`src/hw/jtag_loader_pkg.sv`:
```
package jtag_loader_pkg;

	// instruction memory geometry.
	parameter int addr_width = 10;
	parameter int instr_width = 18;

	// bank count when the top level is not overridden.
	parameter int default_num_banks = 2;

	// one processor instruction.
	typedef logic [instr_width-1:0] instr_t;

	// one program memory address.
	typedef logic [addr_width-1:0] addr_t;

	// frame fields other than the bank select mask.
	// the mask width follows num_banks, so it travels beside this struct.
	typedef struct packed {
		// 1 commits the mask into the processor reset register.
		logic   ctrl;
		// 1 writes data into every selected bank.
		logic   we;
		// write address, also the readback address.
		addr_t  addr;
		// instruction word to store.
		instr_t data;
	} loader_frame_t;

	// shared write bus, one per loader, fanned out to all banks.
	// each bank qualifies it with its own enable bit.
	typedef struct packed {
		addr_t  addr;
		instr_t data;
	} bram_wr_t;

endpackage

```
`src/hw/readback_mux.sv`:
```
`timescale 1ns/1ps

module readback_mux import jtag_loader_pkg::*; #(
	parameter int num_banks = default_num_banks
) (
	input  logic                 shift_clk,
	input  logic                 rst,
	input  logic [num_banks-1:0] rd_sel,
	input  instr_t               rd_data [num_banks],
	output instr_t               readback
);

	instr_t pick;

	// lowest selected bank wins.
	// walk down from the top so the last hit is the lowest index.
	always_comb begin
		pick = '0;
		for (int i = num_banks - 1; i >= 0; i--) begin
			if (rd_sel[i]) begin
				pick = rd_data[i];
			end
		end
	end

	// registered ahead of the shifter capture.
	always_ff @(posedge shift_clk) begin
		if (rst) begin
			readback <= '0;
		end else begin
			readback <= pick;
		end
	end

endmodule

```
`config.mk`:
```
export PLATFORM = sky130hd
export DESIGN_NAME = readback_mux
export DESIGN_NICKNAME = d
export VERILOG_FILES = /design/src/hw/jtag_loader_pkg.sv /design/src/hw/readback_mux.sv
export SDC_FILE = /design/constraint.sdc
export NUM_CORES = 1
export LEC_CHECK = 0
export BUFFER_PORTS_ARGS = -buffer_cell sky130_fd_sc_hd__buf_2
export CAP_MARGIN = 20
export CORE_ASPECT_RATIO = 1.25
export CORE_MARGIN = 5
export CORE_UTILIZATION = 40
export DETAILED_ROUTE_END_ITERATION = 8
export GPL_TIMING_DRIVEN = 0
export PLACE_DENSITY = 0.82
export SLEW_MARGIN = 20
export SYNTH_ARGS = -nofsm -noshare
export SYNTH_HDL_FRONTEND = slang
export SYNTH_SLANG_ARGS = --single-unit
```
`constraint.sdc`:
```
create_clock -name shift_clk -period 2 [get_ports shift_clk]
set_input_delay 0.6 -clock shift_clk [delete_from_list [all_inputs] [get_ports shift_clk]]
set_output_delay 0.6 -clock shift_clk [all_outputs]
set_load 0.05 [all_outputs]
```
==> metrics.csv <==
stage,metric,value,unit
global_routing,GRT Residual Overflow,0,
detailed_routing,met2 WL,905,um
cells_and_area,layout cells sized above 1,0.474,
floorplan,DIE HEIGHT,57.5,um
yosys,Syn Nets,120,
global_routing,largest net degree at the start of global routing,11,
detailed_routing,DRT met1 WL,793,um
setup_path,Crit Path Max Fanout,1,
clock_network,clock slew seen by the registers of the worst setup and hold paths,0.10,ns
min_path,type of the worst min-delay path,in2reg,
global_routing,antenna violations before repair,0,
sta,Slew Limit Fails,0,
setup_path,Worst setup EP type,output port,
clock_network,TritonCTS clock tree,yes,
detailed_routing,Top Layer Used,met4,
cells_and_area,Synth-to-Final Area Change,43.8,%
setup_path,"Cell Chain, Critical Path",buf_2,
cells_and_area,nets,179,
placement,Placer Congestion,0.689,
yosys,post-synthesis register bit count,18,
floorplan,# rows,17,
clock_network,clock root buffer,clkbuf_4,
cells_and_area,n_diodes,0,
global_routing,gr usage total,0.149,
placement,"Cell Area, Placed",1020,um^2
power_and_ir_drop,internal power,516,uW
global_routing,vias in the first global route,793,
yosys,sequential-to-total area share from yosys stat,0.499,
sta,Fmax,682,MHz
sta,RSZ-0062 raised after global routing,no,
cells_and_area,most frequent cells in the layout,"buf_2, nand2_1, nand3b_1, a21oi_1, dfxtp_1",
power_and_ir_drop,Sw Ratio,0.305,
global_routing,first-pass GRT wire length,3070,um
yosys,Mapped Cells,80,
setup_path,critical path's slowest cell,dfxtp_1,
floorplan,full die area,2760,um^2
sta,setup ws final,0.534,ns
detailed_routing,DR vias/cell,4.94,
clock_network,clock buffer depth,2,
outcome,status,"finished, final reports clean",
detailed_routing,final wirelength,2000,um
cells_and_area,Filler cells,180,
placement,post-place setup slack,0.732,ns
yosys,YS warnings,0,
placement,PortBufs,54,
clock_network,CTS buffer count,3,
power_and_ir_drop,maximum vdd drop,484,uV
yosys,"Cell Area, Synth",722,um^2
cells_and_area,Top reg by flops,readback,
power_and_ir_drop,Leakage Power,0.528,nW
sta,relative slew slack,0.830,
clock_network,post-CTS resize count,0,
detailed_routing,DRT iter0 DRCs,5,
placement,Post-DP HPWL,1570,um
yosys,Yosys cell types,7,
clock_network,H-tree depth,1,
cells_and_area,fin area,1040,um^2
cells_and_area,Largest regs,readback x18,
setup_path,Worst setup SP type,flip-flop,
cells_and_area,Largest register FFs,18,
floorplan,Ports,58,
yosys,mean post-synth cell area,9.02,um^2
clock_network,CTS Sinks,18,
setup_path,WP data required,1.40,ns
sta,fin crit share,0.733,
power_and_ir_drop,Clk pwr share,0.227,
power_and_ir_drop,Seq pwr share,0.515,
power_and_ir_drop,Gate power share,0.258,
setup_path,Crit path max-delay family,flip-flops,
detailed_routing,met3 WL,291,um
detailed_routing,DRC Markers,0,
power_and_ir_drop,PwrDens,716,nW/um^2
sta,final hold vios,0,
cells_and_area,"most common cell after layout, fill and taps aside",buf_2,
detailed_routing,Routed WL per cell,12.8,um
floorplan,Die X,48,um
clock_network,# Post-CTS Setup Buffers,0,
sta,minimum clock period,1.47,ns
setup_path,CP Class,reg2out,
setup_path,WP buf/inv,1,
sta,hold slack final,0.552,ns
floorplan,core box area,1740,um^2
cells_and_area,final core occ,0.595,
floorplan,initial core utilization,0.414,
setup_path,arrival time worst endpoint,0.87,ns
power_and_ir_drop,Psw,227,uW
run,max cap viols,0,
detailed_routing,First-pass DRT Iterations,2,
detailed_routing,via count,771,
setup_path,Crit path largest cell delay,0.33,ns
clock_network,Hold Buf Count CTS,0,
cells_and_area,Reg area,360,um^2
sta,actual slew at the worst max-slew pin,0.256,ns
detailed_routing,post-route ant nets,0,
sta,"Setup violations, final",0,
sta,total negative slack,0,ns
cells_and_area,footprint of the multi-input gates,293,um^2
-- power groups by stage --
| stage | logic [mW] | registers (mW) | clock network [mW] |
|---|---|---|---|
| floorplan | 0.0537 | 0.465 | 0 |
| global placement | 0.189 | 0.391 | 0 |
| detailed placement | 0.193 | 0.392 | 0 |
| CTS | 0.193 | 0.383 | 0.180 |
| global route | 0.205 | 0.385 | 0.197 |
| finish | 0.192 | 0.383 | 0.169 |
-- metrics by stage --
step	cells	total power [mW]
2_1_floorplan	80	0.519
3_3_place_gp	153	0.580
3_5_place_dp	153	0.584
4_1_cts	156	0.756
5_1_grt	156	0.787
6_report	156	0.744
-- cell usage after synthesis --
master    number  share of area
a21oi_1       18           0.12
buf_2          4          0.028
buf_6          3          0.047
buf_8          1          0.021
nand2_1       18          0.094
nand3b_1      18           0.19
dfxtp_1       18           0.50
-- routing by layer --
metal  vias up  GRT usage
li1        385          -
met1       338      0.167
met2        46      0.257
met3         2     0.0347
met4         0     0.0577
met5         -          0
-- logic make-up (layout without fill, tap and decap cells) --
kind of cell    count (synthesis)  in the layout  share of synthesized area
compound gates                 18             18                      0.125
buf+inv                         8             65                     0.0953
flops                          18             18                      0.499
simple gates                   36             36                      0.281
-- final cells by class --
type | count | share of cell area
flip-flops and latches | 18 | 0.347
multi-input cells | 54 | 0.282
repair buffers | 54 | 0.260
plain buffers | 8 | 0.0663
well taps | 19 | 0.0229
clock buffers | 3 | 0.0217
-- path summary, 6_finish.rpt --
path / from / end / depth (start not counted)
setup / recovery: readback[13]$_SDFF_PP0_ / readback[13] / 1
hold / removal: rd_data[22] / readback[4]$_SDFF_PP0_ / 3
Power figures use the tool's default switching activity.
