===== src/hw/jtag_loader_pkg.sv =====
package jtag_loader_pkg;

	// instruction memory geometry.
	parameter int addr_width = 10;
	parameter int instr_width = 18;

	// bank count when the top level is not overridden.
	parameter int default_num_banks = 2;

	// one processor instruction.
	typedef logic [instr_width-1:0] instr_t;

	// one program memory address.
	typedef logic [addr_width-1:0] addr_t;

	// frame fields other than the bank select mask.
	// the mask width follows num_banks, so it travels beside this struct.
	typedef struct packed {
		// 1 commits the mask into the processor reset register.
		logic   ctrl;
		// 1 writes data into every selected bank.
		logic   we;
		// write address, also the readback address.
		addr_t  addr;
		// instruction word to store.
		instr_t data;
	} loader_frame_t;

	// shared write bus, one per loader, fanned out to all banks.
	// each bank qualifies it with its own enable bit.
	typedef struct packed {
		addr_t  addr;
		instr_t data;
	} bram_wr_t;

endpackage


===== src/hw/loader_update.sv =====
`timescale 1ns/1ps

module loader_update import jtag_loader_pkg::*; #(
	parameter int num_banks = default_num_banks
) (
	input  logic                 shift_clk,
	input  logic                 rst,
	input  logic                 update,
	input  loader_frame_t        frame,
	input  logic [num_banks-1:0] sel,
	output bram_wr_t             wr,
	output logic [num_banks-1:0] wr_en,
	output addr_t                rd_addr,
	output logic [num_banks-1:0] rd_sel,
	output logic [num_banks-1:0] proc_reset
);

	// frame decode, only here.
	logic commit_ctrl;
	logic commit_write;

	assign commit_ctrl  = update && frame.ctrl;
	assign commit_write = update && !frame.ctrl && frame.we;

	// enables last one cycle.
	// the banks see the write on the edge after the update.
	always_ff @(posedge shift_clk) begin
		if (rst) begin
			wr_en <= '0;
		end else if (commit_write) begin
			wr_en <= sel;
		end else begin
			wr_en <= '0;
		end
	end

	// write payload follows every update.
	always_ff @(posedge shift_clk) begin
		if (update) begin
			wr.addr <= frame.addr;
			wr.data <= frame.data;
		end
	end

	// readback target moves on every update, whatever the frame kind.
	always_ff @(posedge shift_clk) begin
		if (rst) begin
			rd_addr <= '0;
			rd_sel  <= '0;
		end else if (update) begin
			rd_addr <= frame.addr;
			rd_sel  <= sel;
		end
	end

	// per-processor reset, held until the next control frame.
	always_ff @(posedge shift_clk) begin
		if (rst) begin
			proc_reset <= '0;
		end else if (commit_ctrl) begin
			proc_reset <= sel;
		end
	end

endmodule


===== config.mk =====
export PLATFORM = sky130hd
export DESIGN_NAME = loader_update
export DESIGN_NICKNAME = d
export VERILOG_FILES = /design/src/hw/jtag_loader_pkg.sv /design/src/hw/loader_update.sv
export SDC_FILE = /design/constraint.sdc
export NUM_CORES = 1
export LEC_CHECK = 0
export ABC_AREA = 1
export BUFFER_PORTS_ARGS = -buffer_cell sky130_fd_sc_hd__buf_2
export CORE_MARGIN = 4
export CORE_UTILIZATION = 30
export CTS_CLUSTER_DIAMETER = 40
export DETAILED_ROUTE_END_ITERATION = 12
export PLACE_DENSITY = 0.54
export SLEW_MARGIN = 10
export SYNTH_ARGS = -nofsm -noshare
export SYNTH_HDL_FRONTEND = slang
export SYNTH_SLANG_ARGS = --single-unit

===== constraint.sdc =====
create_clock -name shift_clk -period 1 [get_ports shift_clk]
set_clock_uncertainty 0.2 [all_clocks]
set_input_delay 0.15 -clock shift_clk [delete_from_list [all_inputs] [get_ports shift_clk]]
set_output_delay 0.15 -clock shift_clk [all_outputs]
set_load 0.005 [all_outputs]

==> flow_metrics.py <==
metrics = {
    "route": {
        "first_pass_iters": 4,
        "routed_wl_um": 3600,
        "drc_errors": 0,
        "antenna_left": 0,
        "drtIter0Drc": 43,
        "avgViaCountPerCell": 4.29,
        "wl_per_cell_um": 13.2,
        "num_vias": 1172,
    },
    "critical_path": {
        "crit_fanout": 3,
        "r2r-end": "rd_addr[4]",
        "crit_chain": "buf_2 -> dlygate4sd3_1 -> nor2_2 -> nand3_2 -> nor2_1",
        "timing.rr.start": "rd_addr[4]",
        "crit_buf_inv": 2,
        "cp-end-kind": "register",
        "worst-path-stages": 5,
        "startpoint_type": "primary input",
        "reg2reg_setup_slack_ns": 0.11,
        "cp_top_family": "buffers and inverters",
        "arrival_ns": 1.20,
        "critPathKind": "in2reg",
        "ff2ff_path_depth": 3,
        "max_stage_delay_ns": 0.61,
        "crit_required_ns": 1.02,
        "cpMaxStageDelayCell": "dlygate4sd3_1",
    },
    "timing": {
        "setup_ws_ns": -0.177,
        "rsz0062_at_grt": "yes",
        "worst_hold_slack_ns": -0.0263,
        "fin_crit_sh_pct": 118,
        "slew_headroom_pct": 79.5,
        "fin_tns_setup_ns": -5.13,
        "tightest_slew_ns": 0.308,
        "finalHoldViolations": 3,
        "finalCriticalPeriod_ns": 1.18,
        "setup_violations": 48,
        "drv_slew": 0,
        "fmax_ghz": 0.850,
    },
    "die": {
        "die_area_um2": 5930,
        "initial_utilization_pct": 31.9,
        "core_area_um2": 4470,
        "die_w_um": 77.0,
        "die_y_um": 77.0,
        "ios": 79,
        "rows": 24,
    },
    "place": {
        "gp_congestion": 0.712,
        "dp_hpwl_um": 2460,
        "port_buffers": 78,
        "dp_cells": 232,
        "dpl_worst_slack_ns": -0.0725,
    },
    "cts": {
        "cts.clk_slew.worst_paths_ns": 0.07,
        "tritoncts": "built",
        "clkSinkCount": 44,
        "cts_made_buffers": 5,
        "h-tree-depth": 2,
        "insertion_delay_ns": 0.28,
        "root_buffer": "clkbuf_8",
        "cts_buffer_depth": 2,
    },
    "outcome": {
        "violations": "negative hold slack, negative setup slack",
        "status": "finished with violations",
    },
    "final_layout": {
        "fillers": 377,
        "nets": 255,
        "fin_cells": 273,
        "syn_to_final_growth_pct": 67.0,
        "final-seq-area_um2": 1180,
        "final_layout_size_suffix_gt1_share_pct": 52.9,
        "multi_input_area_um2": 235,
        "antenna_cells": 0,
    },
    "synth": {
        "synth_commonest_cells": "28 x edfxtp_1, 27 x nor2_1, 16 x dfxtp_1, 7 x o21ai_1, 5 x nand2_1",
        "synth_seq_area_share_pct": 81.3,
        "synth_fp_nets": 136,
        "synth_area_um2": 1430,
        "async_reset_ff_share_pct": 0,
        "yosysTopAreaCell": "edfxtp_1",
        "synthDistinctLibCells": 14,
        "syn_inst": 101,
        "synth_top_area_share_pct": 58.9,
        "syn_avg_cell_area_um2": 14.1,
        "synth_most_common_cell": "edfxtp_1",
        "synth_area_leaders": "edfxtp_1 59%, dfxtp_1 22%, nor2_1 7.1%",
        "yosys_warnings": 0,
        "synth_edf_count": 28,
        "synth_seq_cells": 44,
        "yosys_most_used_dff": "edfxtp_1",
    },
    "worst_hold_path": {
        "min_from": "frame[29]",
        "whs_endpoint": "wr_en[1]",
        "hp-class": "in2reg",
        "hold_depth": 4,
    },
    "grt": {
        "grt_usage_pct": 12.0,
        "grt_max_degree": 24,
        "grt_overflow_total": 0,
        "antenna_found_initial": 0,
        "grt_pass1_vias": 1187,
        "grt_pass1_wl_um": 5700,
    },
    "job": {
        "cap_violations": 0,
    },
    "power_and_ir_drop": {
        "p_per_area_nw_per_um2": 1530,
        "cellLeakagePower_nw": 1.06,
        "vdd_ir_drop_max_v": 0.000806,
        "power.total_mw": 3.64,
    },
}
-- area by class of cell --
| class | count | share of cell area (%) |
|---|---|---|
| multi-input combinational | 49 | 9.87 |
| tap | 52 | 2.73 |
| timing repair buffer | 115 | 33.7 |
| clock inverter | 1 | 0.210 |
| inverter | 5 | 0.787 |
| sequential | 44 | 49.5 |
| clock buffer | 7 | 3.20 |
-- stage by stage --
step / cell area (µm²) / utilization (%)
finish: 2380 / 53.3
global route: 2380 / 53.3
CTS: 2330 / 52.1
detailed placement: 1900 / 42.4
global placement: 1900 / 42.4
floorplan: 1430 / -
-- power by group --
| group | total [mW] | leakage (nW) | internal, mW | switching [mW] |
|---|---|---|---|---|
| sequential | 2.12 | 0.411 | 2.08 | 0.0431 |
| clock | 1.04 | 0.0422 | 0.490 | 0.551 |
| combinational | 0.476 | 0.610 | 0.277 | 0.199 |
| total | 3.64 | 1.06 | 2.84 | 0.794 |
-- worst max path at each step --
stage                       from            end
after floorplan              rst     rd_addr[1]
after global placement    update     rd_addr[0]
after detailed placement  update  proc_reset[0]
after CTS                 wr[23]         wr[23]
after global routing      wr[26]         wr[26]
final                        rst       wr_en[1]
-- kinds of logic (layout without fill, tap and decap cells) --
logic type / count (synthesis) / count (layout) / share of synthesized area, %
simple gates: 37 / 37 / 10.7
buf+inv: 8 / 128 / 3.24
flops: 44 / 44 / 81.3
compound gates: 12 / 12 / 4.73
-- layout by cell type, fill, tap and decap left out --
master / Yosys / final
dfxtp_1: 16 / 1
nand3_1: 2 / 2
inv_1: 4 / 2
nand3_2: 1 / 1
buf_6: 2 / 6
clkbuf_1: 0 / 2
a21oi_2: 2 / 2
buf_4: 0 / 4
dfxtp_2: 0 / 15
inv_2: 1 / 3
nand2_1: 5 / 5
buf_12: 0 / 1
buf_2: 0 / 71
o21ai_1: 7 / 7
clkbuf_8: 0 / 5
nor2_1: 27 / 21
nand2_2: 2 / 2
o21ai_0: 3 / 3
dlygate4sd3_1: 0 / 33
edfxtp_1: 28 / 28
clkinv_2: 0 / 1
nor2_2: 0 / 6
-- routing by layer --
metal	up-vias	share of wire [%]	wire [µm]	global-route usage, %
met5	-	0	0	0
met3	0	11	387	4.68
met4	0	0	0	2.14
met2	64	50	1780	21.1
met1	531	40	1430	14.1
li1	577	-	-	-
-- worst reg2reg max path: cells and delay by family, from the launching register on --
| kind | cells | cell delay (ns) |
|---|---|---|
| buffers and inverters | 1 | 0.12 |
| flip-flops | 1 | 0.32 |
| AND/OR/NAND/NOR | 1 | 0.04 |
| AO/OA/AOI/OAI | 1 | 0.10 |
-- flip-flops by register name, indices dropped and copies added (netlist names) --
| signal | cells |
|---|---|
| rd_addr | 10 |
| wr | 28 |
| wr_en | 2 |
| rd_sel | 2 |
| proc_reset | 2 |
-- repair_timing --
item / in CTS / in global routing
buffers inserted: 1 / 0
hold buffers: 32 / 4
endpoints found under the setup margin: 44 / 54
gates resized for setup: 15 / 14
pin swaps: 0 / 3
endpoints found under the hold margin: 44 / 4
(Power assumes the default switching activity.)
