**src/hw/jtag_loader_pkg.sv**
```systemverilog
package jtag_loader_pkg;

	// instruction memory geometry.
	parameter int addr_width = 10;
	parameter int instr_width = 18;

	// bank count when the top level is not overridden.
	parameter int default_num_banks = 2;

	// one processor instruction.
	typedef logic [instr_width-1:0] instr_t;

	// one program memory address.
	typedef logic [addr_width-1:0] addr_t;

	// frame fields other than the bank select mask.
	// the mask width follows num_banks, so it travels beside this struct.
	typedef struct packed {
		// 1 commits the mask into the processor reset register.
		logic   ctrl;
		// 1 writes data into every selected bank.
		logic   we;
		// write address, also the readback address.
		addr_t  addr;
		// instruction word to store.
		instr_t data;
	} loader_frame_t;

	// shared write bus, one per loader, fanned out to all banks.
	// each bank qualifies it with its own enable bit.
	typedef struct packed {
		addr_t  addr;
		instr_t data;
	} bram_wr_t;

endpackage

```
**src/hw/jtag_shifter.sv**
```systemverilog
`timescale 1ns/1ps

module jtag_shifter import jtag_loader_pkg::*; #(
	parameter int num_banks = default_num_banks
) (
	input  logic                 shift_clk,
	input  logic                 shift,
	input  logic                 shift_din,
	input  logic                 capture,
	input  instr_t               readback,
	output loader_frame_t        frame,
	output logic [num_banks-1:0] sel,
	output logic                 shift_dout
);

	// chain layout, bit 0 nearest shift_din.
	// ctrl, sel[0..n-1], we, addr[0..], data[0..].
	localparam int ctrl_bit  = 0;
	localparam int sel_lsb   = ctrl_bit + 1;
	localparam int we_bit    = sel_lsb + num_banks;
	localparam int addr_lsb  = we_bit + 1;
	localparam int data_lsb  = addr_lsb + addr_width;
	localparam int chain_len = data_lsb + instr_width;

	// the whole frame as one shift register.
	logic [chain_len-1:0] chain;

	// every bit moves one place inward per shift edge.
	// capture replaces the data field so it can be clocked out.
	always_ff @(posedge shift_clk) begin
		if (capture) begin
			chain[data_lsb +: instr_width] <= readback;
		end else if (shift) begin
			chain <= {chain[chain_len-2:0], shift_din};
		end
	end

	// parallel view of the frame for the update logic.
	assign frame = '{
		ctrl: chain[ctrl_bit],
		we:   chain[we_bit],
		addr: chain[addr_lsb +: addr_width],
		data: chain[data_lsb +: instr_width]
	};

	assign sel = chain[sel_lsb +: num_banks];

	// data msb leaves first.
	assign shift_dout = chain[chain_len-1];

endmodule

```
**config.mk**
```make
export PLATFORM = sky130hd
export DESIGN_NAME = jtag_shifter
export DESIGN_NICKNAME = d
export VERILOG_FILES = /design/src/hw/jtag_loader_pkg.sv /design/src/hw/jtag_shifter.sv
export SDC_FILE = /design/constraint.sdc
export NUM_CORES = 1
export LEC_CHECK = 0
export BUFFER_PORTS_ARGS = -buffer_cell sky130_fd_sc_hd__buf_2
export CORE_MARGIN = 3
export CORE_UTILIZATION = 37
export CTS_CLUSTER_DIAMETER = 80
export DETAILED_ROUTE_END_ITERATION = 7
export PLACE_DENSITY = 0.68
export SYNTH_ARGS = -nofsm -noshare
export SYNTH_HDL_FRONTEND = slang
export SYNTH_SLANG_ARGS = --single-unit
```
**constraint.sdc**
```tcl
create_clock -name shift_clk -period 1.75 [get_ports shift_clk]
set_input_delay 0.525 -clock shift_clk [delete_from_list [all_inputs] [get_ports shift_clk]]
set_output_delay 0.525 -clock shift_clk [all_outputs]
set_load 0.02 [all_outputs]
```
==> impl_metrics.tcl, run 1 <==
set metrics [dict create \
    grt_pass1_wl_mm 3.80 \
    die_area_um2 3900 \
    crit_path_top_delay_cell "edfxtp_1" \
    path_max_fanout 2 \
    cp_top_family "flip-flops" \
    dr.pass1.iters 4 \
    max-cap-violations 0 \
    post_drt_wl_per_cell_um 14.1 \
    synth-seq-area-share_pct 81.6 \
    clockBufferDepth 2 \
    tightest_slew_ns 0.762 \
    synth_cell_type_count 9 \
    ys_warn_count 0 \
    die_w_um 62.4 \
    largest_register_ff_count 32 \
    max_flop_register "chain" \
    clk_pin_slew_ns 0.09 \
    via_count 768 \
    utilization_pct 53.1 \
    cts_hold_buffers 0 \
    synth_area_um2 1180 \
    root_buffer "clkbuf_4" \
    antenna_found_initial 0 \
    drc 0 \
    reg.largest.list "chain (32)" \
    die_y_um 62.4 \
    cts_tree "built" \
    cts_setup_buffers 0 \
    holdCritPathClass "in -> reg" \
    start_kind "register" \
    power_density_nw_per_um2 975 \
    grt_max_degree 22 \
    num_antenna_cells 0 \
    final.setup_skew_ns 0.00718 \
    setup_viol 0 \
    crit_path_max_incr_delay_ns 0.42 \
    ctsResizeCount 0 \
    htreeDepth 2 \
    p_leak_uw 0.000659 \
    ioPinCount 55 \
    post_synth_inst_count 59 \
    first_global_vias 738 \
    io_buffers 54 \
    hold_viol 0 \
    slew_headroom_pct 49.2 \
    cp.required_ns 1.22 \
    start_util_pct 40.6 \
    fin_crit_sh_pct 82.8 \
    vias_per_cell 4.80 \
    slew_viol_final 0 \
    ir_drop_mv 0.588 \
    syn_avg_cell_area_um2 20.0 \
    fin_crit_ns 1.45 \
    syn_nets 81 \
    fmax_mhz 690 \
    clkSinkCount 32 \
    drive_above_1_share_pct 53.4 \
    ant_nets 0 \
    cts_buffers 5 \
    gp_congestion 0.767 \
    gr-usage-all-layers_pct 12.6 \
    seq_area_um2 961 \
    globalRoute.totalOverflow 0 \
    crit_buf_inv 1 \
    drt_first_iter_violations 43 \
    fp.coreArea_um2 2900 \
    area_growth_pct 30.8 \
    worstPathCellList "buf_2" \
    timing.setup.tns_ns 0 \
    critical_path_arrival_ns 0.92 \
    endpoint_kind "primary output" \
    yosys_register_bits 32 \
    rows 19 \
    rsz0062_at_grt "no" \
    layout.nets 140 \
    routed_wl_mm 2.26 \
    clk_latency_ns 0.32 \
    dpl.hpwl_mm 1.56 \
    worst_hold_slack_ns 0.382 \
    multi_input_area_um2 176 \
    critPathKind "reg -> out" \
    num-fill-cells 254 \
    outcome "finished clean" \
]
## final cells by class
| type | count | share of cell area [%] |
|---|---|---|
| sequential | 32 | 62.4 |
| timing repair buffer | 57 | 19.8 |
| multi-input combinational | 22 | 11.5 |
| tap | 42 | 3.41 |
| clock buffer | 5 | 2.44 |
| clock inverter | 2 | 0.487 |
## cells in the final DEF, fill, tap and decap left out
cell type	n
o21ai_1	1
buf_4	2
clkbuf_4	5
buf_12	1
edfxtp_1	32
nand2_1	2
clkinv_1	2
nor2b_2	1
a22o_1	17
buf_2	54
or2_1	1
## kinds of logic after synthesis
logic type             Yosys count  share of synthesized area (%)
flip-flops                      32                           81.6
AND/OR/NAND/NOR                  4                           1.91
AO/OA/AOI/OAI                   18                           13.1
buffers and inverters            5                           3.40
## worst paths after layout
path	startpoint	endpoint	slack, ns	cells after the start
setup / recovery	chain[22]$_DFFE_PP_	frame[8]	0.30	1
hold / removal	shift_din	chain[0]$_DFFE_PP_	0.38	1
setup reg to reg	chain[22]$_DFFE_PP_	chain[23]$_DFFE_PP_	0.89	1
hold reg to reg	chain[11]$_DFFE_PP_	chain[12]$_DFFE_PP_	0.45	0
## metrics by stage
stage	cell area (um2)	power (uW)	std cells	setup slack, ns
after floorplan	1180	1070	59	0.220
after global placement	1500	1160	153	0.166
after global routing	1540	1580	160	0.242
after detailed placement	1500	1160	153	0.141
after CTS	1540	1530	160	0.276
final	1540	1500	160	0.301
## cells in the mapped netlist, drive strengths merged
cell / n / area, um2
nor2b: 1 / 8.76
buf: 5 / 40.0
edfxtp: 32 / 961
a22o: 17 / 149
o21ai: 1 / 5.00
nand2: 2 / 7.51
or2: 1 / 6.26
## per-layer routing
metal / wire length (um) / share of wire [%] / global-route usage (%)
met1: 953 / 42 / 17.0
met5: 0 / 0 / 0
met4: 15 / 0.66 / 5.79
met2: 907 / 40 / 16.2
met3: 383 / 17 / 7.37
## report_power, final
group	switching, uW	internal (uW)
clock network	222	140
logic	128	82.4
registers	24.2	905
total	374	1130
Power figures use the tool's default switching activity.
==> run 2: changes to the inputs <==
Clock period 1.75 ns to 1.4 ns, I/O delays scaled along.
==> run 2 against run 1 <==
Critical path depth did not move. First-iteration DRC count decreased by 44%. Register-to-register slack worse by 0.36 ns. Clock-buffer cell count up 2. Critical endpoint is now frame[6]. Largest power group unchanged.
==> impl_metrics.tcl, run 2 (synthesized netlist as in run 1, its figures left out) <==
set metrics [dict create \
    fmax_mhz 747 \
    reg2reg_depth 1 \
    globalRoute.totalOverflow 0 \
    gr-usage-all-layers_pct 12.7 \
    setup_viol 0 \
    hold_viol 0 \
    power_density_nw_per_um2 1230 \
    cts_hold_buffers 0 \
    fin_crit_sh_pct 95.6 \
    start_kind "register" \
    critical_path_arrival_ns 0.92 \
    largest_register_ff_count 32 \
    dpl.hpwl_mm 1.64 \
    path_max_fanout 2 \
    slew_headroom_pct 72.1 \
    rsz0062_at_grt "no" \
    worstSetupEndpoint "frame[6]" \
    grt_max_degree 32 \
    reg2reg_from "chain[23]$_DFFE_PP_" \
    hold_start "shift_din" \
    drt_first_iter_violations 24 \
    reg.largest.list "chain (32)" \
    final.setup_skew_ns 0.00671 \
    cts_setup_buffers 0 \
    die_w_um 62.4 \
    holdCritPathClass "in -> reg" \
    critical_path.startpoint "chain[20]$_DFFE_PP_" \
    antenna_found_initial 0 \
    reg2reg_slack_ns 0.53 \
    num-fill-cells 260 \
    vias_per_cell 4.81 \
    outcome "finished clean" \
    layout.nets 140 \
    crit_cells 1 \
    worst_hold_slack_ns 0.276 \
    clk_latency_ns 0.31 \
    multi_input_area_um2 176 \
    ctsResizeCount 0 \
    critPathKind "reg -> out" \
    r2r-end "chain[24]$_DFFE_PP_" \
    cp.required_ns 0.98 \
    fp.coreArea_um2 2900 \
    root_buffer "clkbuf_4" \
    cp_top_family "flip-flops" \
    final_common_cell "buf_2" \
    drive_above_1_share_pct 53.8 \
    num_antenna_cells 0 \
    rows 19 \
    crit_path_top_delay_cell "edfxtp_1" \
    tightest_slew_ns 0.418 \
    crit_buf_inv 1 \
    finalWorstSetupSlack_ns 0.0619 \
    first_global_vias 780 \
    ioPinCount 55 \
    max_flop_register "chain" \
    die_area_um2 3900 \
    clockBufferDepth 2 \
    dp_slack_ns 0.0644 \
    io_buffers 54 \
    start_util_pct 40.6 \
    timing.setup.tns_ns 0 \
    htreeDepth 2 \
    via_count 774 \
    endpoint_kind "primary output" \
    seq_area_um2 961 \
    gp_congestion 0.742 \
    ir_drop_mv 0.735 \
    die_y_um 62.4 \
    worstPathCellList "buf_2" \
    max-cap-violations 0 \
    post_drt_wl_per_cell_um 14.7 \
    routed_wl_mm 2.37 \
    clkSinkCount 32 \
    grt_pass1_wl_mm 3.75 \
    ant_nets 0 \
    p_leak_uw 0.000660 \
    clk_pin_slew_ns 0.09 \
    slew_viol_final 0 \
    layout_common_cells "54 x buf_2, 32 x edfxtp_1, 17 x a22o_1, 5 x clkbuf_4" \
    dr.pass1.iters 4 \
    cts_tree "built" \
    cts_buffers 5 \
    drc 0 \
    crit_path_max_incr_delay_ns 0.43 \
    fin_crit_ns 1.34 \
    area_growth_pct 31.1 \
]
[run 2: worst min path at each step]
stage / to / slack, ns / depth (start not counted)
floorplan: chain[0]$_DFFE_PP_ / 0.52 / 0
global placement: chain[13]$_DFFE_PP_ / 0.43 / 0
detailed placement: chain[10]$_DFFE_PP_ / 0.43 / 0
CTS: chain[0]$_DFFE_PP_ / 0.25 / 1
global route: chain[0]$_DFFE_PP_ / 0.26 / 1
finish: chain[0]$_DFFE_PP_ / 0.28 / 1
[run 2: stage by stage]
| step | cell area [um2] | power, uW | instances | utilization, % |
|---|---|---|---|---|
| global route | 1540 | 2000 | 161 | 53.2 |
| finish | 1540 | 1900 | 161 | 53.2 |
| CTS | 1540 | 1930 | 161 | 53.2 |
| detailed placement | 1500 | 1450 | 153 | 51.6 |
| floorplan | 1180 | 1340 | 59 | - |
| global placement | 1500 | 1450 | 153 | 51.6 |
[run 2: metal layers]
metal / vias to the layer above / part of all wire [%] / wire length [um] / track usage [%]
li1: 361 / - / - / -
met1: 369 / 44 / 1030 / 15.4
met2: 44 / 45 / 1070 / 18.8
met3: 0 / 11 / 266 / 6.65
met4: 0 / 0 / 0 / 5.79
met5: - / 0 / 0 / 0
[run 2: cell type report]
class	instances	area share, %
Sequential cell	32	62.2
Timing Repair Buffer	57	19.8
Multi-Input combinational cell	22	11.4
Tap cell	42	3.40
Clock buffer	7	2.92
Clock inverter	1	0.243
[run 2: where the power goes]
part           leakage (uW)  internal, uW  switching, uW
sequential         0.000324          1130           32.8
combinational      0.000310           104            160
clock             0.0000269           193            278
==> run 3: changes to the inputs <==
Clock period 1.4 ns to 1.7 ns, I/O delays scaled along.
==> run 3 against run 2 <==
Highest routed layer is now met4. Largest cell class unchanged. Non-clock buffer count grew 1. Routed wire length shrank 2.4%. Total power shrank 19%. Clock skew grew 0.0021 ns. Clock-buffer cell count shrank 2. First-iteration DRC count grew 100%. Sequential power shrank 18%. Global-route usage is essentially flat.
==> impl_metrics.tcl, run 3 (synthesized netlist as in run 1, its figures left out) <==
set metrics [dict create \
    drive_above_1_share_pct 54.7 \
    slew_viol_final 0 \
    cts_setup_buffers 0 \
    start_kind "register" \
    grt_pass1_wl_mm 3.81 \
    gp_congestion 0.790 \
    crit_path_max_incr_delay_ns 0.41 \
    cts_tree "built" \
    post_drt_wl_per_cell_um 14.5 \
    vias_per_cell 4.91 \
    cp.required_ns 1.19 \
    die_area_um2 3900 \
    critical_path.startpoint "chain[22]$_DFFE_PP_" \
    critical_path_arrival_ns 0.91 \
    dp_slack_ns 0.254 \
    fp.coreArea_um2 2900 \
    tightest_slew_ns 0.233 \
    max-cap-violations 0 \
    outcome "finished clean" \
    io_buffers 54 \
    fmax_mhz 703 \
    max_flop_register "chain" \
    clk_latency_ns 0.32 \
    power_density_nw_per_um2 992 \
    timing.setup.tns_ns 0 \
    start_util_pct 40.6 \
    routed_wl_mm 2.31 \
    rsz0062_at_grt "no" \
    worstPathCellList "buf_2" \
    crit_path_top_delay_cell "edfxtp_1" \
    fin_crit_sh_pct 83.7 \
    die_y_um 62.4 \
    reg2reg_from "chain[19]$_DFFE_PP_" \
    num-fill-cells 271 \
    via_count 781 \
    final.setup_skew_ns 0.00886 \
    rows 19 \
    critPathKind "reg -> out" \
    clk_pin_slew_ns 0.09 \
    path_max_fanout 2 \
    ctsResizeCount 0 \
    area_growth_pct 30.8 \
    die_w_um 62.4 \
    drt_first_iter_violations 48 \
    ant_nets 0 \
    largest_register_ff_count 32 \
    first_global_vias 778 \
    antenna_found_initial 0 \
    clockBufferDepth 2 \
    dpl.hpwl_mm 1.60 \
    drc 0 \
    cts_buffers 5 \
    finalWorstSetupSlack_ns 0.277 \
    layout.nets 141 \
    crit_buf_inv 1 \
    ir_drop_mv 0.524 \
    cp_top_family "flip-flops" \
    hold_start "shift_din" \
    htreeDepth 2 \
    gr-usage-all-layers_pct 12.7 \
    num_antenna_cells 0 \
    slew_headroom_pct 84.5 \
    root_buffer "clkbuf_4" \
    globalRoute.totalOverflow 0 \
    ioPinCount 55 \
    hold_viol 0 \
    grt_max_degree 22 \
    endpoint_kind "primary output" \
    p_leak_uw 0.000661 \
    holdCritPathClass "in -> reg" \
    reg.largest.list "chain (32)" \
    setup_viol 0 \
    fin_crit_ns 1.42 \
    clkSinkCount 32 \
    cts_hold_buffers 0 \
    final_common_cell "buf_2" \
    dr.pass1.iters 4 \
    layout_common_cells "54 x buf_2, 32 x edfxtp_1, 17 x a22o_1, 5 x clkbuf_4, 3 x buf_4" \
]
-- run 3: cell types whose count changed in the layout (fill, tap and decap cells not counted) --
cell and change:
or2_1 +1, clkbuf_1 -2, clkinv_1 -1, or2_2 -1, buf_4 +1
-- run 3: cell type report --
type                       instances  area (um2)  area share [%]
clock buffer                       5        37.5            2.44
multi-input combinational         22         176            11.5
sequential                        32         961            62.4
tap                               42        52.6            3.41
timing repair buffer              58         313            20.3
-- run 3: power by group --
part           switching, uW  internal, uW  total [uW]
Clock                    216           138         353
Sequential              26.4           931         957
Combinational            131          86.3         217
-- run 3: metal layers --
layer / global-route usage [%] / vias up / wire, um
met5: 0 / - / 0
met4: 4.13 / 0 / 32
met3: 8.45 / 7 / 316
met2: 17.3 / 50 / 910
met1: 16.1 / 365 / 1050
li1: - / 359 / -
-- run 3: through the flow --
stage                     total power (uW)  util, %  std cells  hold slack [ns]  area [um2]
after floorplan                       1100        -         59            0.589        1180
after global placement                1190     51.8        154            0.432        1500
after detailed placement              1190     51.8        154            0.428        1500
after CTS                             1550     53.1        159            0.352        1540
after global routing                  1620     53.1        159            0.351        1540
final                                 1530     53.1        159            0.367        1540
-- run 3: worst paths after layout --
path | endpoint | slack, ns | cells after the start
worst max-delay path | frame[8] | 0.28 | 1
worst min-delay path | chain[0]$_DFFE_PP_ | 0.37 | 1
worst max register to register | chain[20]$_DFFE_PP_ | 0.82 | 1
worst min register to register | chain[12]$_DFFE_PP_ | 0.46 | 0
